**config.mk**
```make
export PLATFORM = sky130hd
export DESIGN_NAME = e31x_glue
export DESIGN_NICKNAME = d
export VERILOG_FILES = /design/src/e31x_pkg.sv /design/src/button_irq.sv /design/src/board_status_sync.sv /design/src/sample_pack.sv /design/src/frontend_ctrl.sv /design/src/e31x_glue.sv
export SDC_FILE = /design/constraint.sdc
export NUM_CORES = 1
export LEC_CHECK = 0
export BUFFER_PORTS_ARGS = -buffer_cell sky130_fd_sc_hd__buf_2
export CAP_MARGIN = 20
export CORE_AREA = 3 3 173 175
export CTS_BUF_LIST = sky130_fd_sc_hd__clkbuf_2 sky130_fd_sc_hd__clkbuf_4 sky130_fd_sc_hd__clkbuf_8
export DETAILED_ROUTE_END_ITERATION = 8
export DIE_AREA = 0 0 176 178
export HOLD_SLACK_MARGIN = 0.05
export PLACE_DENSITY_LB_ADDON = 0.05
export SYNTH_ARGS = -nofsm -noshare
export SYNTH_HDL_FRONTEND = slang
export SYNTH_SLANG_ARGS = --single-unit
```
**constraint.sdc**
```tcl
create_clock -name bus_clk -period 1.1 [get_ports bus_clk]
set_input_delay 0.11 -clock bus_clk [delete_from_list [all_inputs] [get_ports bus_clk]]
set_output_delay 0.11 -clock bus_clk [all_outputs]
set_load 0.05 [all_outputs]
```
**src/e31x_pkg.sv**
```systemverilog
package e31x_pkg;

  ////////////////////////////////////////////////////////////
  // Sample and channel word widths
  ////////////////////////////////////////////////////////////

  // One I or Q sample from the codec
  localparam int SAMPLE_W    = 12;
  // Zero bits below each sample in a channel word
  localparam int SAMPLE_PAD  = 4;
  localparam int CHAN_WORD_W = 32;

  ////////////////////////////////////////////////////////////
  // Daughterboard control words
  ////////////////////////////////////////////////////////////

  localparam int DB_GPIO_W = 32;
  // LED bits used per channel
  localparam int LED_W     = 3;

  ////////////////////////////////////////////////////////////
  // Status word and interrupt vector
  ////////////////////////////////////////////////////////////

  localparam int STATUS_W = 32;
  localparam int IRQ_W    = 16;

  // TCXO status nibble in bits 11:8
  // {PLL lock, 10 MHz present, PPS present, reference lock}
  localparam int ST_TCXO_LSB = 8;
  localparam int ST_TX_LOCK  = 7;
  localparam int ST_RX_LOCK  = 6;

  // Fabric to processor interrupt lines
  localparam int IRQ_BTN_PRESS   = 1;
  localparam int IRQ_BTN_RELEASE = 2;
  localparam int IRQ_PMU         = 3;

  // Depth of the bus_clk resynchronizers
  localparam int SYNC_STAGES = 2;

endpackage

```
**src/button_irq.sv**
```systemverilog
module button_irq #(
  parameter int STRETCH_LEN = 8
) (
  input  logic bus_clk,
  input  logic bus_rst,
  input  logic onswitch_db,
  output logic press_irq,
  output logic release_irq
);

  // Index 0 is the press path, index 1 the release path
  localparam int NUM_EDGES = 2;

  // Two most recent registered samples of the switch
  logic [1:0] onswitch_q;
  logic [NUM_EDGES-1:0] edge_det;
  logic [NUM_EDGES-1:0][STRETCH_LEN-1:0] edge_hist;

  ////////////////////////////////////////////////////////////
  // Edge detection
  ////////////////////////////////////////////////////////////

  always_ff @(posedge bus_clk) begin
    if (bus_rst) begin
      // Switch is active low, so start from the released level
      onswitch_q <= 2'b11;
    end else begin
      onswitch_q <= {onswitch_q[0], onswitch_db};
    end
  end

  // Press needs the new low level after two high samples
  assign edge_det[0] = ~onswitch_db & onswitch_q[0] & onswitch_q[1];
  // Release is the mirror case
  assign edge_det[1] = onswitch_db & ~onswitch_q[0] & ~onswitch_q[1];

  ////////////////////////////////////////////////////////////
  // Pulse stretching
  ////////////////////////////////////////////////////////////

  always_ff @(posedge bus_clk) begin
    if (bus_rst) begin
      edge_hist <= '0;
    end else begin
      for (int k = 0; k < NUM_EDGES; k++) begin
        edge_hist[k] <= (edge_hist[k] << 1) | STRETCH_LEN'(edge_det[k]);
      end
    end
  end

  // Long enough that the processor cannot miss the interrupt
  assign press_irq   = |edge_hist[0];
  assign release_irq = |edge_hist[1];

  // The two sample histories must never allow both edges at once
  assert property (@(posedge bus_clk) disable iff (bus_rst)
    !(edge_det[0] && edge_det[1]))
    else $error("button_irq: press and release detected together");

endmodule

```
**src/board_status_sync.sv**
```systemverilog
module board_status_sync (
  input  logic                            bus_clk,
  input  logic                            bus_rst,
  input  logic [3:0]                      tcxo_status,
  input  logic                            tx_pll_lock,
  input  logic                            rx_pll_lock,
  input  logic                            gps_pps,
  output logic [e31x_pkg::STATUS_W-1:0]   dboard_status,
  output logic                            pps_gpio
);

  // Four TCXO bits plus the two codec PLL locks
  localparam int NUM_ST = 6;

  // Bits of the status word that carry information
  localparam logic [e31x_pkg::STATUS_W-1:0] ST_USED =
      (e31x_pkg::STATUS_W'(4'hf) << e31x_pkg::ST_TCXO_LSB) |
      (e31x_pkg::STATUS_W'(1) << e31x_pkg::ST_TX_LOCK) |
      (e31x_pkg::STATUS_W'(1) << e31x_pkg::ST_RX_LOCK);

  logic [e31x_pkg::SYNC_STAGES-1:0][NUM_ST-1:0] st_sync;
  logic [NUM_ST-1:0] st_bus;
  logic [2:0] pps_q;

  ////////////////////////////////////////////////////////////
  // Status resynchronizers
  ////////////////////////////////////////////////////////////

  // Status comes from the TCXO and codec domains
  always_ff @(posedge bus_clk) begin
    st_sync[0] <= {tcxo_status, tx_pll_lock, rx_pll_lock};
    for (int s = 1; s < e31x_pkg::SYNC_STAGES; s++) begin
      st_sync[s] <= st_sync[s-1];
    end
  end

  assign st_bus = st_sync[e31x_pkg::SYNC_STAGES-1];

  // Daughterboard status word
  always_comb begin
    dboard_status = '0;
    dboard_status[e31x_pkg::ST_TCXO_LSB +: 4] = st_bus[5:2];
    dboard_status[e31x_pkg::ST_TX_LOCK] = st_bus[1];
    dboard_status[e31x_pkg::ST_RX_LOCK] = st_bus[0];
  end

  ////////////////////////////////////////////////////////////
  // PPS to processor GPIO
  ////////////////////////////////////////////////////////////

  // Lets the time daemon see the GPS pulse
  always_ff @(posedge bus_clk) begin
    if (bus_rst) begin
      pps_q <= '0;
    end else begin
      pps_q <= {pps_q[1:0], gps_pps};
    end
  end

  assign pps_gpio = pps_q[2];

  assert property (@(posedge bus_clk)
    (dboard_status & ~ST_USED) == '0)
    else $error("board_status_sync: reserved status bits set");

endmodule

```
**src/sample_pack.sv**
```systemverilog
module sample_pack (
  input  logic [e31x_pkg::SAMPLE_W-1:0]    rx_i0,
  input  logic [e31x_pkg::SAMPLE_W-1:0]    rx_q0,
  input  logic [e31x_pkg::SAMPLE_W-1:0]    rx_i1,
  input  logic [e31x_pkg::SAMPLE_W-1:0]    rx_q1,
  input  logic [e31x_pkg::CHAN_WORD_W-1:0] tx_chan0,
  input  logic [e31x_pkg::CHAN_WORD_W-1:0] tx_chan1,
  output logic [e31x_pkg::CHAN_WORD_W-1:0] rx_chan0,
  output logic [e31x_pkg::CHAN_WORD_W-1:0] rx_chan1,
  output logic [e31x_pkg::SAMPLE_W-1:0]    tx_i0,
  output logic [e31x_pkg::SAMPLE_W-1:0]    tx_q0,
  output logic [e31x_pkg::SAMPLE_W-1:0]    tx_i1,
  output logic [e31x_pkg::SAMPLE_W-1:0]    tx_q1
);

  // Top field of a channel word holds I
  localparam int I_MSB = e31x_pkg::CHAN_WORD_W - 1;
  // Q sits just above the low pad
  localparam int Q_LSB = e31x_pkg::SAMPLE_PAD;

  // I, pad, Q, pad from the top down
  function automatic logic [e31x_pkg::CHAN_WORD_W-1:0] pack_iq(
    input logic [e31x_pkg::SAMPLE_W-1:0] i_smp,
    input logic [e31x_pkg::SAMPLE_W-1:0] q_smp
  );
    return {i_smp, {e31x_pkg::SAMPLE_PAD{1'b0}},
            q_smp, {e31x_pkg::SAMPLE_PAD{1'b0}}};
  endfunction

  ////////////////////////////////////////////////////////////
  // Receive direction
  ////////////////////////////////////////////////////////////

  // Codec lanes are swapped relative to the radio channels
  assign rx_chan0 = pack_iq(rx_i1, rx_q1);
  assign rx_chan1 = pack_iq(rx_i0, rx_q0);

  ////////////////////////////////////////////////////////////
  // Transmit direction
  ////////////////////////////////////////////////////////////

  // Same swap on the way out, pad bits dropped
  assign tx_i1 = tx_chan0[I_MSB -: e31x_pkg::SAMPLE_W];
  assign tx_q1 = tx_chan0[Q_LSB +: e31x_pkg::SAMPLE_W];

  assign tx_i0 = tx_chan1[I_MSB -: e31x_pkg::SAMPLE_W];
  assign tx_q0 = tx_chan1[Q_LSB +: e31x_pkg::SAMPLE_W];

endmodule

```
**src/frontend_ctrl.sv**
```systemverilog
module frontend_ctrl (
  input  logic                           bus_clk,
  input  logic                           bus_rst,
  input  logic [e31x_pkg::DB_GPIO_W-1:0] gpio_out0,
  input  logic [e31x_pkg::DB_GPIO_W-1:0] gpio_ddr0,
  input  logic [e31x_pkg::DB_GPIO_W-1:0] gpio_out1,
  input  logic [e31x_pkg::DB_GPIO_W-1:0] gpio_ddr1,
  input  logic [e31x_pkg::LED_W-1:0]     leds0,
  input  logic [e31x_pkg::LED_W-1:0]     leds1,
  output logic [2:0]                     tx_bandsel,
  output logic [2:0]                     rx1_bandsel,
  output logic [2:0]                     rx2_bandsel,
  output logic [1:0]                     rx1b_bandsel,
  output logic [1:0]                     rx1c_bandsel,
  output logic [1:0]                     rx2b_bandsel,
  output logic [1:0]                     rx2c_bandsel,
  output logic                           tx_enable1a,
  output logic                           tx_enable1b,
  output logic                           tx_enable2a,
  output logic                           tx_enable2b,
  output logic                           vctxrx1_v1,
  output logic                           vctxrx1_v2,
  output logic                           vcrx1_v1,
  output logic                           vcrx1_v2,
  output logic                           vctxrx2_v1,
  output logic                           vctxrx2_v2,
  output logic                           vcrx2_v1,
  output logic                           vcrx2_v2,
  output logic                           led_txrx1_tx,
  output logic                           led_txrx1_rx,
  output logic                           led_rx1_rx,
  output logic                           led_txrx2_tx,
  output logic                           led_txrx2_rx,
  output logic                           led_rx2_rx
);

  // Only the low 16 GPIO bits reach front-end pins
  localparam int PIN_W = 16;

  logic [1:0][PIN_W-1:0] pins_q;
  logic [1:0][e31x_pkg::LED_W-1:0] led_q;

  // Undriven directions keep their pin low
  always_ff @(posedge bus_clk) begin
    if (bus_rst) begin
      pins_q <= '0;
      led_q  <= '0;
    end else begin
      pins_q[0] <= gpio_out0[PIN_W-1:0] & gpio_ddr0[PIN_W-1:0];
      pins_q[1] <= gpio_out1[PIN_W-1:0] & gpio_ddr1[PIN_W-1:0];
      led_q[0]  <= leds0;
      led_q[1]  <= leds1;
    end
  end

  ////////////////////////////////////////////////////////////
  // Pin fields, channel 1 on set 1 and channel 0 on set 2
  ////////////////////////////////////////////////////////////

  // Both channels share one TX filter bank
  assign tx_bandsel = pins_q[1][2:0] | pins_q[0][2:0];

  assign {vcrx1_v1, vcrx1_v2, vctxrx1_v1, vctxrx1_v2} = pins_q[1][15:12];
  assign {tx_enable1b, tx_enable1a} = pins_q[1][11:10];
  assign rx1c_bandsel = pins_q[1][9:8];
  assign rx1b_bandsel = pins_q[1][7:6];
  assign rx1_bandsel  = pins_q[1][5:3];

  assign {vcrx2_v1, vcrx2_v2, vctxrx2_v1, vctxrx2_v2} = pins_q[0][15:12];
  assign {tx_enable2b, tx_enable2a} = pins_q[0][11:10];
  assign rx2c_bandsel = pins_q[0][9:8];
  assign rx2b_bandsel = pins_q[0][7:6];
  assign rx2_bandsel  = pins_q[0][5:3];

  // LEDs
  assign {led_rx1_rx, led_txrx1_tx, led_txrx1_rx} = led_q[1];
  assign {led_rx2_rx, led_txrx2_tx, led_txrx2_rx} = led_q[0];

  assert property (@(posedge bus_clk) disable iff (bus_rst)
    (pins_q[0] & ~$past(gpio_ddr0[PIN_W-1:0])) == '0)
    else $error("frontend_ctrl: channel 0 pin high with input direction");

  assert property (@(posedge bus_clk) disable iff (bus_rst)
    (pins_q[1] & ~$past(gpio_ddr1[PIN_W-1:0])) == '0)
    else $error("frontend_ctrl: channel 1 pin high with input direction");

endmodule

```
**src/e31x_glue.sv**
```systemverilog
module e31x_glue #(
  parameter int STRETCH_LEN = 8
) (
  input  logic                             bus_clk,
  input  logic                             bus_rst,
  // Power button and interrupts
  input  logic                             onswitch_db,
  input  logic                             pmu_irq,
  output logic                             press_irq,
  output logic                             release_irq,
  output logic [e31x_pkg::IRQ_W-1:0]       irq_f2p,
  // Reference and codec status
  input  logic [3:0]                       tcxo_status,
  input  logic                             tx_pll_lock,
  input  logic                             rx_pll_lock,
  input  logic                             gps_pps,
  output logic [e31x_pkg::STATUS_W-1:0]    dboard_status,
  output logic                             pps_gpio,
  // Codec lanes and channel words
  input  logic [e31x_pkg::SAMPLE_W-1:0]    rx_i0,
  input  logic [e31x_pkg::SAMPLE_W-1:0]    rx_q0,
  input  logic [e31x_pkg::SAMPLE_W-1:0]    rx_i1,
  input  logic [e31x_pkg::SAMPLE_W-1:0]    rx_q1,
  input  logic [e31x_pkg::CHAN_WORD_W-1:0] tx_chan0,
  input  logic [e31x_pkg::CHAN_WORD_W-1:0] tx_chan1,
  output logic [e31x_pkg::CHAN_WORD_W-1:0] rx_chan0,
  output logic [e31x_pkg::CHAN_WORD_W-1:0] rx_chan1,
  output logic [e31x_pkg::SAMPLE_W-1:0]    tx_i0,
  output logic [e31x_pkg::SAMPLE_W-1:0]    tx_q0,
  output logic [e31x_pkg::SAMPLE_W-1:0]    tx_i1,
  output logic [e31x_pkg::SAMPLE_W-1:0]    tx_q1,
  // Daughterboard GPIO and LEDs
  input  logic [e31x_pkg::DB_GPIO_W-1:0]   gpio_out0,
  input  logic [e31x_pkg::DB_GPIO_W-1:0]   gpio_ddr0,
  input  logic [e31x_pkg::DB_GPIO_W-1:0]   gpio_out1,
  input  logic [e31x_pkg::DB_GPIO_W-1:0]   gpio_ddr1,
  input  logic [e31x_pkg::LED_W-1:0]       leds0,
  input  logic [e31x_pkg::LED_W-1:0]       leds1,
  // Front-end pins
  output logic [2:0]                       tx_bandsel,
  output logic [2:0]                       rx1_bandsel,
  output logic [2:0]                       rx2_bandsel,
  output logic [1:0]                       rx1b_bandsel,
  output logic [1:0]                       rx1c_bandsel,
  output logic [1:0]                       rx2b_bandsel,
  output logic [1:0]                       rx2c_bandsel,
  output logic                             tx_enable1a,
  output logic                             tx_enable1b,
  output logic                             tx_enable2a,
  output logic                             tx_enable2b,
  output logic                             vctxrx1_v1,
  output logic                             vctxrx1_v2,
  output logic                             vcrx1_v1,
  output logic                             vcrx1_v2,
  output logic                             vctxrx2_v1,
  output logic                             vctxrx2_v2,
  output logic                             vcrx2_v1,
  output logic                             vcrx2_v2,
  output logic                             led_txrx1_tx,
  output logic                             led_txrx1_rx,
  output logic                             led_rx1_rx,
  output logic                             led_txrx2_tx,
  output logic                             led_txrx2_rx,
  output logic                             led_rx2_rx
);

  ////////////////////////////////////////////////////////////
  // Power button and fabric to processor interrupts
  ////////////////////////////////////////////////////////////

  button_irq #(
    .STRETCH_LEN(STRETCH_LEN)
  ) button_irq_i (
    .bus_clk(bus_clk),
    .bus_rst(bus_rst),
    .onswitch_db(onswitch_db),
    .press_irq(press_irq),
    .release_irq(release_irq)
  );

  // PMU interrupt passes straight through
  always_comb begin
    irq_f2p = '0;
    irq_f2p[e31x_pkg::IRQ_BTN_PRESS]   = press_irq;
    irq_f2p[e31x_pkg::IRQ_BTN_RELEASE] = release_irq;
    irq_f2p[e31x_pkg::IRQ_PMU]         = pmu_irq;
  end

  ////////////////////////////////////////////////////////////
  // Status, samples and front end
  ////////////////////////////////////////////////////////////

  board_status_sync board_status_sync_i (
    .bus_clk(bus_clk),
    .bus_rst(bus_rst),
    .tcxo_status(tcxo_status),
    .tx_pll_lock(tx_pll_lock),
    .rx_pll_lock(rx_pll_lock),
    .gps_pps(gps_pps),
    .dboard_status(dboard_status),
    .pps_gpio(pps_gpio)
  );

  sample_pack sample_pack_i (
    .rx_i0(rx_i0), .rx_q0(rx_q0), .rx_i1(rx_i1), .rx_q1(rx_q1),
    .tx_chan0(tx_chan0), .tx_chan1(tx_chan1),
    .rx_chan0(rx_chan0), .rx_chan1(rx_chan1),
    .tx_i0(tx_i0), .tx_q0(tx_q0), .tx_i1(tx_i1), .tx_q1(tx_q1)
  );

  frontend_ctrl frontend_ctrl_i (
    .bus_clk(bus_clk), .bus_rst(bus_rst),
    .gpio_out0(gpio_out0), .gpio_ddr0(gpio_ddr0),
    .gpio_out1(gpio_out1), .gpio_ddr1(gpio_ddr1),
    .leds0(leds0), .leds1(leds1),
    .tx_bandsel(tx_bandsel),
    .rx1_bandsel(rx1_bandsel), .rx2_bandsel(rx2_bandsel),
    .rx1b_bandsel(rx1b_bandsel), .rx1c_bandsel(rx1c_bandsel),
    .rx2b_bandsel(rx2b_bandsel), .rx2c_bandsel(rx2c_bandsel),
    .tx_enable1a(tx_enable1a), .tx_enable1b(tx_enable1b),
    .tx_enable2a(tx_enable2a), .tx_enable2b(tx_enable2b),
    .vctxrx1_v1(vctxrx1_v1), .vctxrx1_v2(vctxrx1_v2),
    .vcrx1_v1(vcrx1_v1), .vcrx1_v2(vcrx1_v2),
    .vctxrx2_v1(vctxrx2_v1), .vctxrx2_v2(vctxrx2_v2),
    .vcrx2_v1(vcrx2_v1), .vcrx2_v2(vcrx2_v2),
    .led_txrx1_tx(led_txrx1_tx), .led_txrx1_rx(led_txrx1_rx),
    .led_rx1_rx(led_rx1_rx),
    .led_txrx2_tx(led_txrx2_tx), .led_txrx2_rx(led_txrx2_rx),
    .led_rx2_rx(led_rx2_rx)
  );

endmodule

```
==> impl_metrics.py, run 1 <==
metrics = {
    "global_routing": {
        "grtUsageTotal": 0.0537,
        "antenna_found_initial": 0,
        "first_global_vias": 2184,
        "grt_max_degree": 34,
        "gr-total-overflow": 0,
        "grt_pass1_wl_um": 12300,
    },
    "cts": {
        "htreeDepth": 3,
        "cts_buffer_depth": 2,
        "clkTransAtPathRegs_ns": 0.09,
        "worstSkewPairLatency_ns": 0.36,
        "cts_buffers": 9,
        "cts.sinks": 71,
        "clock-root-buffer": "clkbuf_8",
        "postCtsSetupBuffers": 0,
        "cts_tree": "built",
    },
    "worst_setup_path": {
        "critPathArrivalTime_ns": 1.30,
        "path_class": "flip-flop to output pin",
        "crit_required_ns": 0.99,
        "cp-end-kind": "output pin",
        "worstSetupStartpointType": "flip-flop",
        "critical_path_peak_fanout": 2,
    },
    "floorplanning": {
        "dieArea_mm2": 0.0313,
        "die_y_um": 178,
        "pin_count": 455,
        "initial_core_util": 0.113,
        "die_w_um": 176,
        "fp-row-count": 62,
        "core_region_area_mm2": 0.0286,
    },
    "timing": {
        "finalSetupViolations": 7,
        "finalMaxSlewViolations": 0,
        "layout_setup_ws_ns": -0.307,
        "finalCritPeriodShare": 1.28,
        "fin_skew_ns": 0.0105,
        "rsz0062_at_grt": "true",
        "setup_tns_ns": -1.28,
        "hold_viol": 0,
        "period_minus_slack_ns": 1.41,
        "fmax_mhz": 711,
    },
    "logic_synthesis": {
        "ys_seq_area_frac": 0.439,
        "synth_cells": 353,
        "ys_seq_elements": 71,
        "syn-cell-area_mm2": 0.00324,
        "syn_area_per_cell_um2": 9.17,
        "yosysWarnings": 0,
        "synth_cell_types": 13,
    },
    "min_path": {
        "hold_class": "primary input to flip-flop",
    },
    "drt": {
        "route.vias.total": 2180,
        "wl_per_cell_um": 10.7,
        "remaining_drc_errors": 0,
        "final_antenna_net_count": 0,
        "drt_pass1_iterations": 2,
        "drt_iter0_drc": 41,
        "wl_um": 8890,
        "avgViaCountPerCell": 2.62,
    },
    "final_layout": {
        "layout-drive-gt1-share": 0.356,
        "syn_to_final_growth_pct": 36.5,
        "multiInputGateArea_um2": 741,
        "fin_util": 0.154,
        "final_net_count": 701,
        "fillers": 3219,
        "n_antenna_cell": 0,
        "ff_latch_area_mm2": 0.00143,
    },
    "place": {
        "portBuffers": 125,
        "hpwl_um": 6640,
        "finalWeightedCongestion": 0.592,
    },
    "status": {
        "violations": "negative setup slack",
        "status": "finished, violations left",
    },
    "flow_run": {
        "cap_violations": 0,
    },
    "power": {
        "p_per_area_mw_per_mm2": 1410,
        "ir_drop_uv": 396,
        "power_uw": 6250,
        "power_leakage_uw": 0.00203,
    },
}
==> kinds of logic (layout without fill, tap and decap cells) <==
kind of cell,count (synthesis),count (layout),share of synthesized area
other cells,1,55,0.00116
simple gates,101,101,0.145
flops,71,71,0.439
buf+inv,180,222,0.415
==> critical path, cell delays in order, from the launching register on <==
cell and delay [ns]:
dfxtp_2 0.35, nor4_4 0.26, nand2_2 0.15, buf_8 0.18
==> layout by cell type (no fill, tap or decap), drive strengths merged <==
master       Yosys  layout
clkinv           0       4
nand2           35      35
dfxtp           71      71
bufinv           0       1
nor4             4       4
buf            180     114
or2              5       5
nor3b            1       1
conb             1      55
nor2            33      33
dlygate4sd3      0      78
nor2b           23      23
clkbuf           0      25
==> metrics by stage <==
| stage | instances | setup WS (ns) | hold slack (ns) | instance area, um2 |
|---|---|---|---|---|
| after floorplan | 407 | -0.0534 | 0.138 | 3490 |
| after global placement | 739 | 0.0218 | 0.217 | 3270 |
| after detailed placement | 739 | 0.0233 | 0.214 | 3270 |
| after CTS | 833 | -0.351 | 0.0573 | 4380 |
| after global routing | 833 | -0.398 | 0.0741 | 4420 |
| final | 833 | -0.307 | 0.0949 | 4420 |
==> power breakdown <==
part           switching, uW  total [uW]  leakage [uW]  internal (uW)
Combinational            890        1330       0.00133            445
Sequential              27.2        2690      0.000587           2660
Clock                   1090        2230      0.000107           1140
==> state kept, by name, summed over array words and instances (netlist names), 2 cells and up <==
signal                        cells
frontend_ctrl_i.pins_q            6
board_status_sync_i.pps_q         3
frontend_ctrl_i.rx1c_bandsel      2
button_irq_i.edge_hist           16
button_irq_i.onswitch_q           2
frontend_ctrl_i.rx1b_bandsel      2
frontend_ctrl_i.rx2b_bandsel      2
board_status_sync_i.st_bus        6
board_status_sync_i.st_sync       6
frontend_ctrl_i.rx2_bandsel       3
frontend_ctrl_i.rx2c_bandsel      2
frontend_ctrl_i.rx1_bandsel       3
==> metal layers <==
layer / vias up / wire (um) / global-route usage
met5: - / 0 / 0
li1: 1019 / - / -
met2: 170 / 4210 / 0.0846
met4: 0 / 482 / 0.0383
met1: 950 / 3120 / 0.0537
met3: 41 / 1080 / 0.0300
==> synthesized netlist by cell type, drive strengths merged <==
cell | n | area, um2
nor4 | 4 | 25.0
nor3b | 1 | 12.5
or2 | 5 | 33.8
dfxtp | 71 | 1420
buf | 180 | 1340
nand2 | 35 | 131
nor2 | 33 | 124
nor2b | 23 | 144
conb | 1 | 3.75
==> final timing paths <==
path | from | end | slack (ns) | depth (start not counted)
worst min-delay path | bus_rst | button_irq_i.onswitch_q[1]$_SDFF_PP1_ | 0.09 | 2
worst max register to register | button_irq_i.onswitch_q[0]$_SDFF_PP1_ | button_irq_i.edge_hist[8]$_SDFF_PP0_ | 0.33 | 2
worst max-delay path | button_irq_i.edge_hist[8]$_SDFF_PP0_ | irq_f2p[2] | -0.31 | 3
worst min register to register | board_status_sync_i.st_sync[0]$_DFF_P_ | board_status_sync_i.st_bus[0]$_DFF_P_ | 0.33 | 0
==> timing repair <==
action	4_1_cts	5_1_grt
gates resized for setup	40	15
endpoints found under the hold margin	48	6
cloned	0	0
hold buffers	78	6
pin swaps	7	2
setup endpoints to repair	16	27
==> layout make-up <==
cell class | instances | share of cell area
Sequential cell | 71 | 0.323
Tap cell | 384 | 0.109
Clock inverter | 5 | 0.0130
Multi-Input combinational cell | 156 | 0.168
Timing Repair Buffer | 206 | 0.355
Clock buffer | 11 | 0.0328
(Power assumes the default switching activity.)
==> run 2: changes to the inputs <==
==> constraint.sdc (replaced) <==
create_clock -name bus_clk -period 1.1 [get_ports bus_clk]
set_input_delay 0.275 -clock bus_clk [delete_from_list [all_inputs] [get_ports bus_clk]]
set_output_delay 0.275 -clock bus_clk [all_outputs]
set_load 0.05 [all_outputs]
==> impl_metrics.py, run 2 (synthesis results as in run 1) <==
metrics = {
    "worst_setup_path": {
        "path_class": "flip-flop to output pin",
        "cpMaxStageDelayCell": "dfxtp_2",
        "critPathMaxStageDelay_ns": 0.34,
        "timing.rr.start": "button_irq_i.onswitch_q[0]$_SDFF_PP1_",
        "path_cells": "nor4_4 > nand2_2 > buf_8",
        "rr_endpoint": "button_irq_i.edge_hist[8]$_SDFF_PP0_",
        "critical_path_peak_fanout": 2,
        "worstSetupStartpointType": "flip-flop",
        "reg2reg_depth": 2,
        "cp-end-kind": "output pin",
        "crit_required_ns": 0.82,
        "critPathArrivalTime_ns": 1.30,
        "r2r_slack_ns": 0.31,
    },
    "drt": {
        "wl_um": 8500,
        "drt_iter0_drc": 38,
        "final_antenna_net_count": 0,
        "wl_per_cell_um": 11.2,
        "drt_pass1_iterations": 2,
        "remaining_drc_errors": 0,
        "route.vias.total": 1898,
        "avgViaCountPerCell": 2.50,
    },
    "timing": {
        "period_minus_slack_ns": 1.58,
        "layout_setup_ws_ns": -0.477,
        "rsz0062_at_grt": "true",
        "finalSetupViolations": 46,
        "finalMaxSlewViolations": 0,
        "hold_viol": 0,
        "fmax_mhz": 634,
        "fin_skew_ns": 0.00484,
        "finalCritPeriodShare": 1.43,
    },
    "final_layout": {
        "largest_reg_flops": 16,
        "fin_area_mm2": 0.00410,
        "syn_to_final_growth_pct": 26.6,
        "final_common_cell": "buf_2",
        "n_antenna_cell": 0,
        "final_net_count": 629,
        "final_cell_mix": "buf_2, conb_1, dfxtp_2, buf_8",
        "layout-drive-gt1-share": 0.532,
        "regMostFlops": "button_irq_i.edge_hist",
    },
    "global_routing": {
        "grt_max_degree": 34,
        "first_global_vias": 1823,
        "antenna_found_initial": 0,
        "gr-total-overflow": 0,
        "grt_pass1_wl_um": 11300,
        "grtUsageTotal": 0.0512,
    },
    "place": {
        "finalWeightedCongestion": 0.595,
        "place_area_mm2": 0.00327,
        "portBuffers": 125,
        "hpwl_um": 6720,
    },
    "power": {
        "pwr-share-seq": 0.416,
        "comb_power_share": 0.188,
        "ir_drop_uv": 581,
        "power_uw": 6560,
        "intPower_uw": 4550,
        "p_per_area_mw_per_mm2": 1600,
        "pwr-share-clk": 0.396,
        "p_switching_uw": 2010,
        "swShare": 0.306,
        "power_leakage_uw": 0.00184,
    },
    "flow_run": {
        "cap_violations": 0,
    },
    "cts": {
        "clkTransAtPathRegs_ns": 0.08,
        "worstSkewPairLatency_ns": 0.36,
        "cts_buffer_depth": 2,
        "clock-root-buffer": "clkbuf_8",
        "cts.sinks": 71,
        "postCtsSetupBuffers": 0,
        "htreeDepth": 3,
        "cts_buffers": 9,
        "cts_tree": "built",
    },
    "min_path": {
        "hold_depth": 3,
        "worstHoldStart": "gpio_ddr1[15]",
        "hold_end": "frontend_ctrl_i.vcrx1_v1$_SDFF_PP0_",
        "hold_class": "primary input to flip-flop",
    },
    "floorplanning": {
        "dieArea_mm2": 0.0313,
        "die_w_um": 176,
        "initial_core_util": 0.113,
        "fp-row-count": 62,
        "pin_count": 455,
        "core_region_area_mm2": 0.0286,
        "die_y_um": 178,
    },
    "status": {
        "violations": "negative setup slack",
        "status": "finished, violations left",
    },
}
run 2: cell count changes in the layout (fill, tap and decap cells not counted), sizes merged:
cell         before  now
inv               0    1
bufinv            1    3
clkinv            4    2
buf             114  128
clkbuf           25    9
dlygate4sd3      78    6
run 2: metrics by stage:
stage	instances	hold WS, ns	util	worst slack [ns]	setup TNS, ns
final	760	0.115	0.143	-0.477	-2.89
after global routing	760	0.0839	0.143	-0.567	-5.92
after CTS	760	0.0691	0.142	-0.546	-5.34
after detailed placement	739	0.314	0.114	-0.148	-0.540
after global placement	739	0.310	0.114	-0.148	-0.523
after floorplan	407	0.303	-	-0.218	-0.437
run 2: final cells by class:
type / count / area [um2]
fillers: 3256 / 24500
flip-flops and latches: 71 / 1480
repair buffers: 134 / 1170
multi-input cells: 156 / 741
well taps: 384 / 480
clock buffers: 9 / 124
clock inverters: 6 / 109
run 2: timing repair:
| action | 4_1_cts | 5_1_grt |
|---|---|---|
| resized for setup | 177 | 9 |
| endpoints found under the setup margin | 46 | 46 |
| hold endpoints to repair | 6 | 0 |
| hold buffers | 6 | 0 |
| pin swaps | 7 | 4 |
run 2: how the worst max path moves through the flow:
stage,slack [ns],depth (start not counted),end,start
6_report,-0.48,3,release_irq,button_irq_i.edge_hist[10]$_SDFF_PP0_
5_1_grt,-0.57,3,release_irq,button_irq_i.edge_hist[10]$_SDFF_PP0_
4_1_cts,-0.55,3,release_irq,button_irq_i.edge_hist[10]$_SDFF_PP0_
3_5_place_dp,-0.15,3,release_irq,button_irq_i.edge_hist[9]$_SDFF_PP0_
3_3_place_gp,-0.15,3,irq_f2p[2],button_irq_i.edge_hist[9]$_SDFF_PP0_
2_1_floorplan,-0.22,3,irq_f2p[1],button_irq_i.edge_hist[5]$_SDFF_PP0_
run 2: critical path: cells and delay by family (launching register included):
family        cells  cell delay, ns
buf+inv           1            0.18
flops             1            0.34
simple gates      2            0.42
run 2: power by group through the flow:
stage / clock network, uW / logic (uW) / registers [uW]
floorplan: 0 / 1850 / 2850
global placement: 0 / 1070 / 2750
detailed placement: 0 / 1070 / 2750
CTS: 2830 / 1240 / 2730
finish: 2600 / 1240 / 2730
global route: 2890 / 1300 / 2740
run 2: routing by layer:
| layer | part of all wire | vias to the layer above | global-route usage |
|---|---|---|---|
| met3 | 0.13 | 39 | 0.0336 |
| met4 | 0.055 | 0 | 0.0373 |
| met1 | 0.33 | 815 | 0.0479 |
| met5 | 0 | - | 0 |
| li1 | - | 872 | - |
| met2 | 0.48 | 172 | 0.0806 |
==> run 3: changes to the inputs <==
--- a/config.mk
+++ b/config.mk
@@ -12,7 +12,6 @@
 export DETAILED_ROUTE_END_ITERATION = 8
 export DIE_AREA = 0 0 176 178
 export HOLD_SLACK_MARGIN = 0.05
-export PLACE_DENSITY_LB_ADDON = 0.05
 export SYNTH_ARGS = -nofsm -noshare
 export SYNTH_HDL_FRONTEND = slang
 export SYNTH_SLANG_ARGS = --single-unit
==> impl_metrics.py, run 3 (synthesis results as in run 1) <==
metrics = {
    "final_layout": {
        "largest_reg_flops": 16,
        "n_antenna_cell": 0,
        "final_common_cell": "buf_2",
        "final_net_count": 628,
        "final_cell_mix": "buf_2, conb_1, dfxtp_2, buf_8",
        "layout-drive-gt1-share": 0.521,
        "syn_to_final_growth_pct": 25.5,
        "regMostFlops": "button_irq_i.edge_hist",
        "ff_latch_area_mm2": 0.00147,
        "multiInputGateArea_um2": 741,
        "fillers": 3215,
    },
    "timing": {
        "finalMaxSlewViolations": 0,
        "whs_ns": 0.134,
        "fin_skew_ns": 0.00611,
        "layout_setup_ws_ns": -0.424,
        "rsz0062_at_grt": "true",
        "fmax_mhz": 656,
        "finalSetupViolations": 9,
        "hold_viol": 0,
        "period_minus_slack_ns": 1.52,
        "setup_tns_ns": -2.29,
        "finalCritPeriodShare": 1.39,
    },
    "drt": {
        "final_antenna_net_count": 0,
        "wl_per_cell_um": 11.3,
        "route.vias.total": 1977,
        "wl_um": 8600,
        "drt_iter0_drc": 61,
        "drt_pass1_iterations": 4,
        "avgViaCountPerCell": 2.60,
        "remaining_drc_errors": 0,
    },
    "status": {
        "status": "finished, violations left",
        "violations": "negative setup slack",
    },
    "cts": {
        "cts_buffers": 9,
        "cts.sinks": 71,
        "clkTransAtPathRegs_ns": 0.08,
        "postCtsSetupBuffers": 0,
        "cts_buffer_depth": 2,
        "cts_tree": "built",
        "htreeDepth": 3,
        "clock-root-buffer": "clkbuf_8",
        "worstSkewPairLatency_ns": 0.33,
    },
    "worst_setup_path": {
        "critPathArrivalTime_ns": 1.25,
        "reg2reg_depth": 2,
        "r2r_slack_ns": 0.34,
        "crit_start": "button_irq_i.edge_hist[10]$_SDFF_PP0_",
        "critical_path_peak_fanout": 2,
        "rr_endpoint": "button_irq_i.edge_hist[8]$_SDFF_PP0_",
        "cp-end-kind": "output pin",
        "crit_required_ns": 0.82,
        "worstSetupStartpointType": "flip-flop",
        "timing.rr.start": "button_irq_i.onswitch_q[0]$_SDFF_PP1_",
        "critPathMaxStageDelay_ns": 0.34,
        "crit_end": "release_irq",
        "cpMaxStageDelayCell": "dfxtp_2",
        "path_class": "flip-flop to output pin",
        "path_cells": "nor4_4 > nand2_2 > buf_8",
    },
    "global_routing": {
        "grt_pass1_wl_um": 11300,
        "gr-total-overflow": 0,
        "first_global_vias": 1768,
        "grt_max_degree": 32,
        "antenna_found_initial": 0,
        "grtUsageTotal": 0.0505,
    },
    "floorplanning": {
        "die_w_um": 176,
        "pin_count": 455,
        "dieArea_mm2": 0.0313,
        "die_y_um": 178,
        "initial_core_util": 0.113,
        "core_region_area_mm2": 0.0286,
        "fp-row-count": 62,
    },
    "power": {
        "ir_drop_uv": 585,
        "power_leakage_uw": 0.00182,
        "p_per_area_mw_per_mm2": 1510,
    },
    "flow_run": {
        "cap_violations": 0,
    },
    "place": {
        "portBuffers": 125,
        "finalWeightedCongestion": 0.678,
        "hpwl_um": 6680,
        "dp_slack_ns": -0.110,
    },
    "min_path": {
        "hold_depth": 3,
        "hold_class": "primary input to flip-flop",
    },
}
-- run 3: cell types whose count changed in the layout (fill, tap and decap cells not counted) --
cell | previous run | this run
buf_8 | 42 | 37
buf_6 | 4 | 8
dfxtp_1 | 25 | 29
dfxtp_2 | 46 | 42
buf_12 | 1 | 3
buf_4 | 2 | 0
bufinv_16 | 3 | 1
clkbuf_8 | 9 | 11
clkinv_4 | 0 | 1
clkinvlp_4 | 0 | 1
inv_6 | 1 | 0
-- run 3: layout make-up --
cell class,instances,share of cell area
clock buffers,11,0.0373
well taps,384,0.118
repair buffers,133,0.286
flip-flops and latches,71,0.363
clock inverters,5,0.0139
multi-input cells,156,0.182
-- run 3: through the flow --
stage                     total power (uW)  utilization  cell area [um2]  std cells
final                                 6130        0.142             4060        760
after floorplan                       4700            -             3490        407
after detailed placement              3800        0.114             3270        738
after global routing                  6420        0.142             4060        760
after CTS                             6250        0.140             4010        760
after global placement                3790        0.114             3270        738
-- run 3: worst min-delay path by stage --
| stage | startpoint | endpoint | slack [ns] |
|---|---|---|---|
| floorplan | rx_pll_lock | board_status_sync_i.st_sync[0]$_DFF_P_ | 0.30 |
| global route | gpio_ddr1[7] | frontend_ctrl_i.rx1b_bandsel[1]$_SDFF_PP0_ | 0.11 |
| finish | gpio_ddr1[6] | frontend_ctrl_i.rx1b_bandsel[0]$_SDFF_PP0_ | 0.13 |
| detailed placement | board_status_sync_i.st_sync[0]$_DFF_P_ | board_status_sync_i.st_bus[0]$_DFF_P_ | 0.31 |
| global placement | board_status_sync_i.st_sync[2]$_DFF_P_ | board_status_sync_i.st_bus[2]$_DFF_P_ | 0.31 |
| CTS | gpio_ddr1[9] | frontend_ctrl_i.rx1c_bandsel[1]$_SDFF_PP0_ | 0.10 |
-- run 3: per-layer routing --
metal / vias up / part of all wire / global-route usage
li1: 873 / - / -
met2: 217 / 0.47 / 0.0825
met1: 827 / 0.29 / 0.0415
met3: 60 / 0.17 / 0.0351
met5: - / 0 / 0
met4: 0 / 0.067 / 0.0426
-- run 3: report_power, final --
part / total, uW / switching, uW / leakage, uW / internal [uW]
sequential: 2730 / 52.4 / 0.000598 / 2680
combinational: 1230 / 852 / 0.00111 / 374
clock: 2170 / 1000 / 0.000105 / 1170
-- run 3: worst max-delay path, delay by kind of cell, from the launching register on --
kind / cells / cell delay, ns
buffers and inverters: 1 / 0.17
DFF: 1 / 0.34
and+or+nand+nor: 2 / 0.40
-- run 3: what timing repair did --
action | in CTS | in global routing
setup endpoints to repair | 46 | 46
hold buffers | 6 | 0
resized for setup | 165 | 14
pin swaps | 7 | 2
hold endpoints to repair | 6 | 0
cloned | 0 | 0
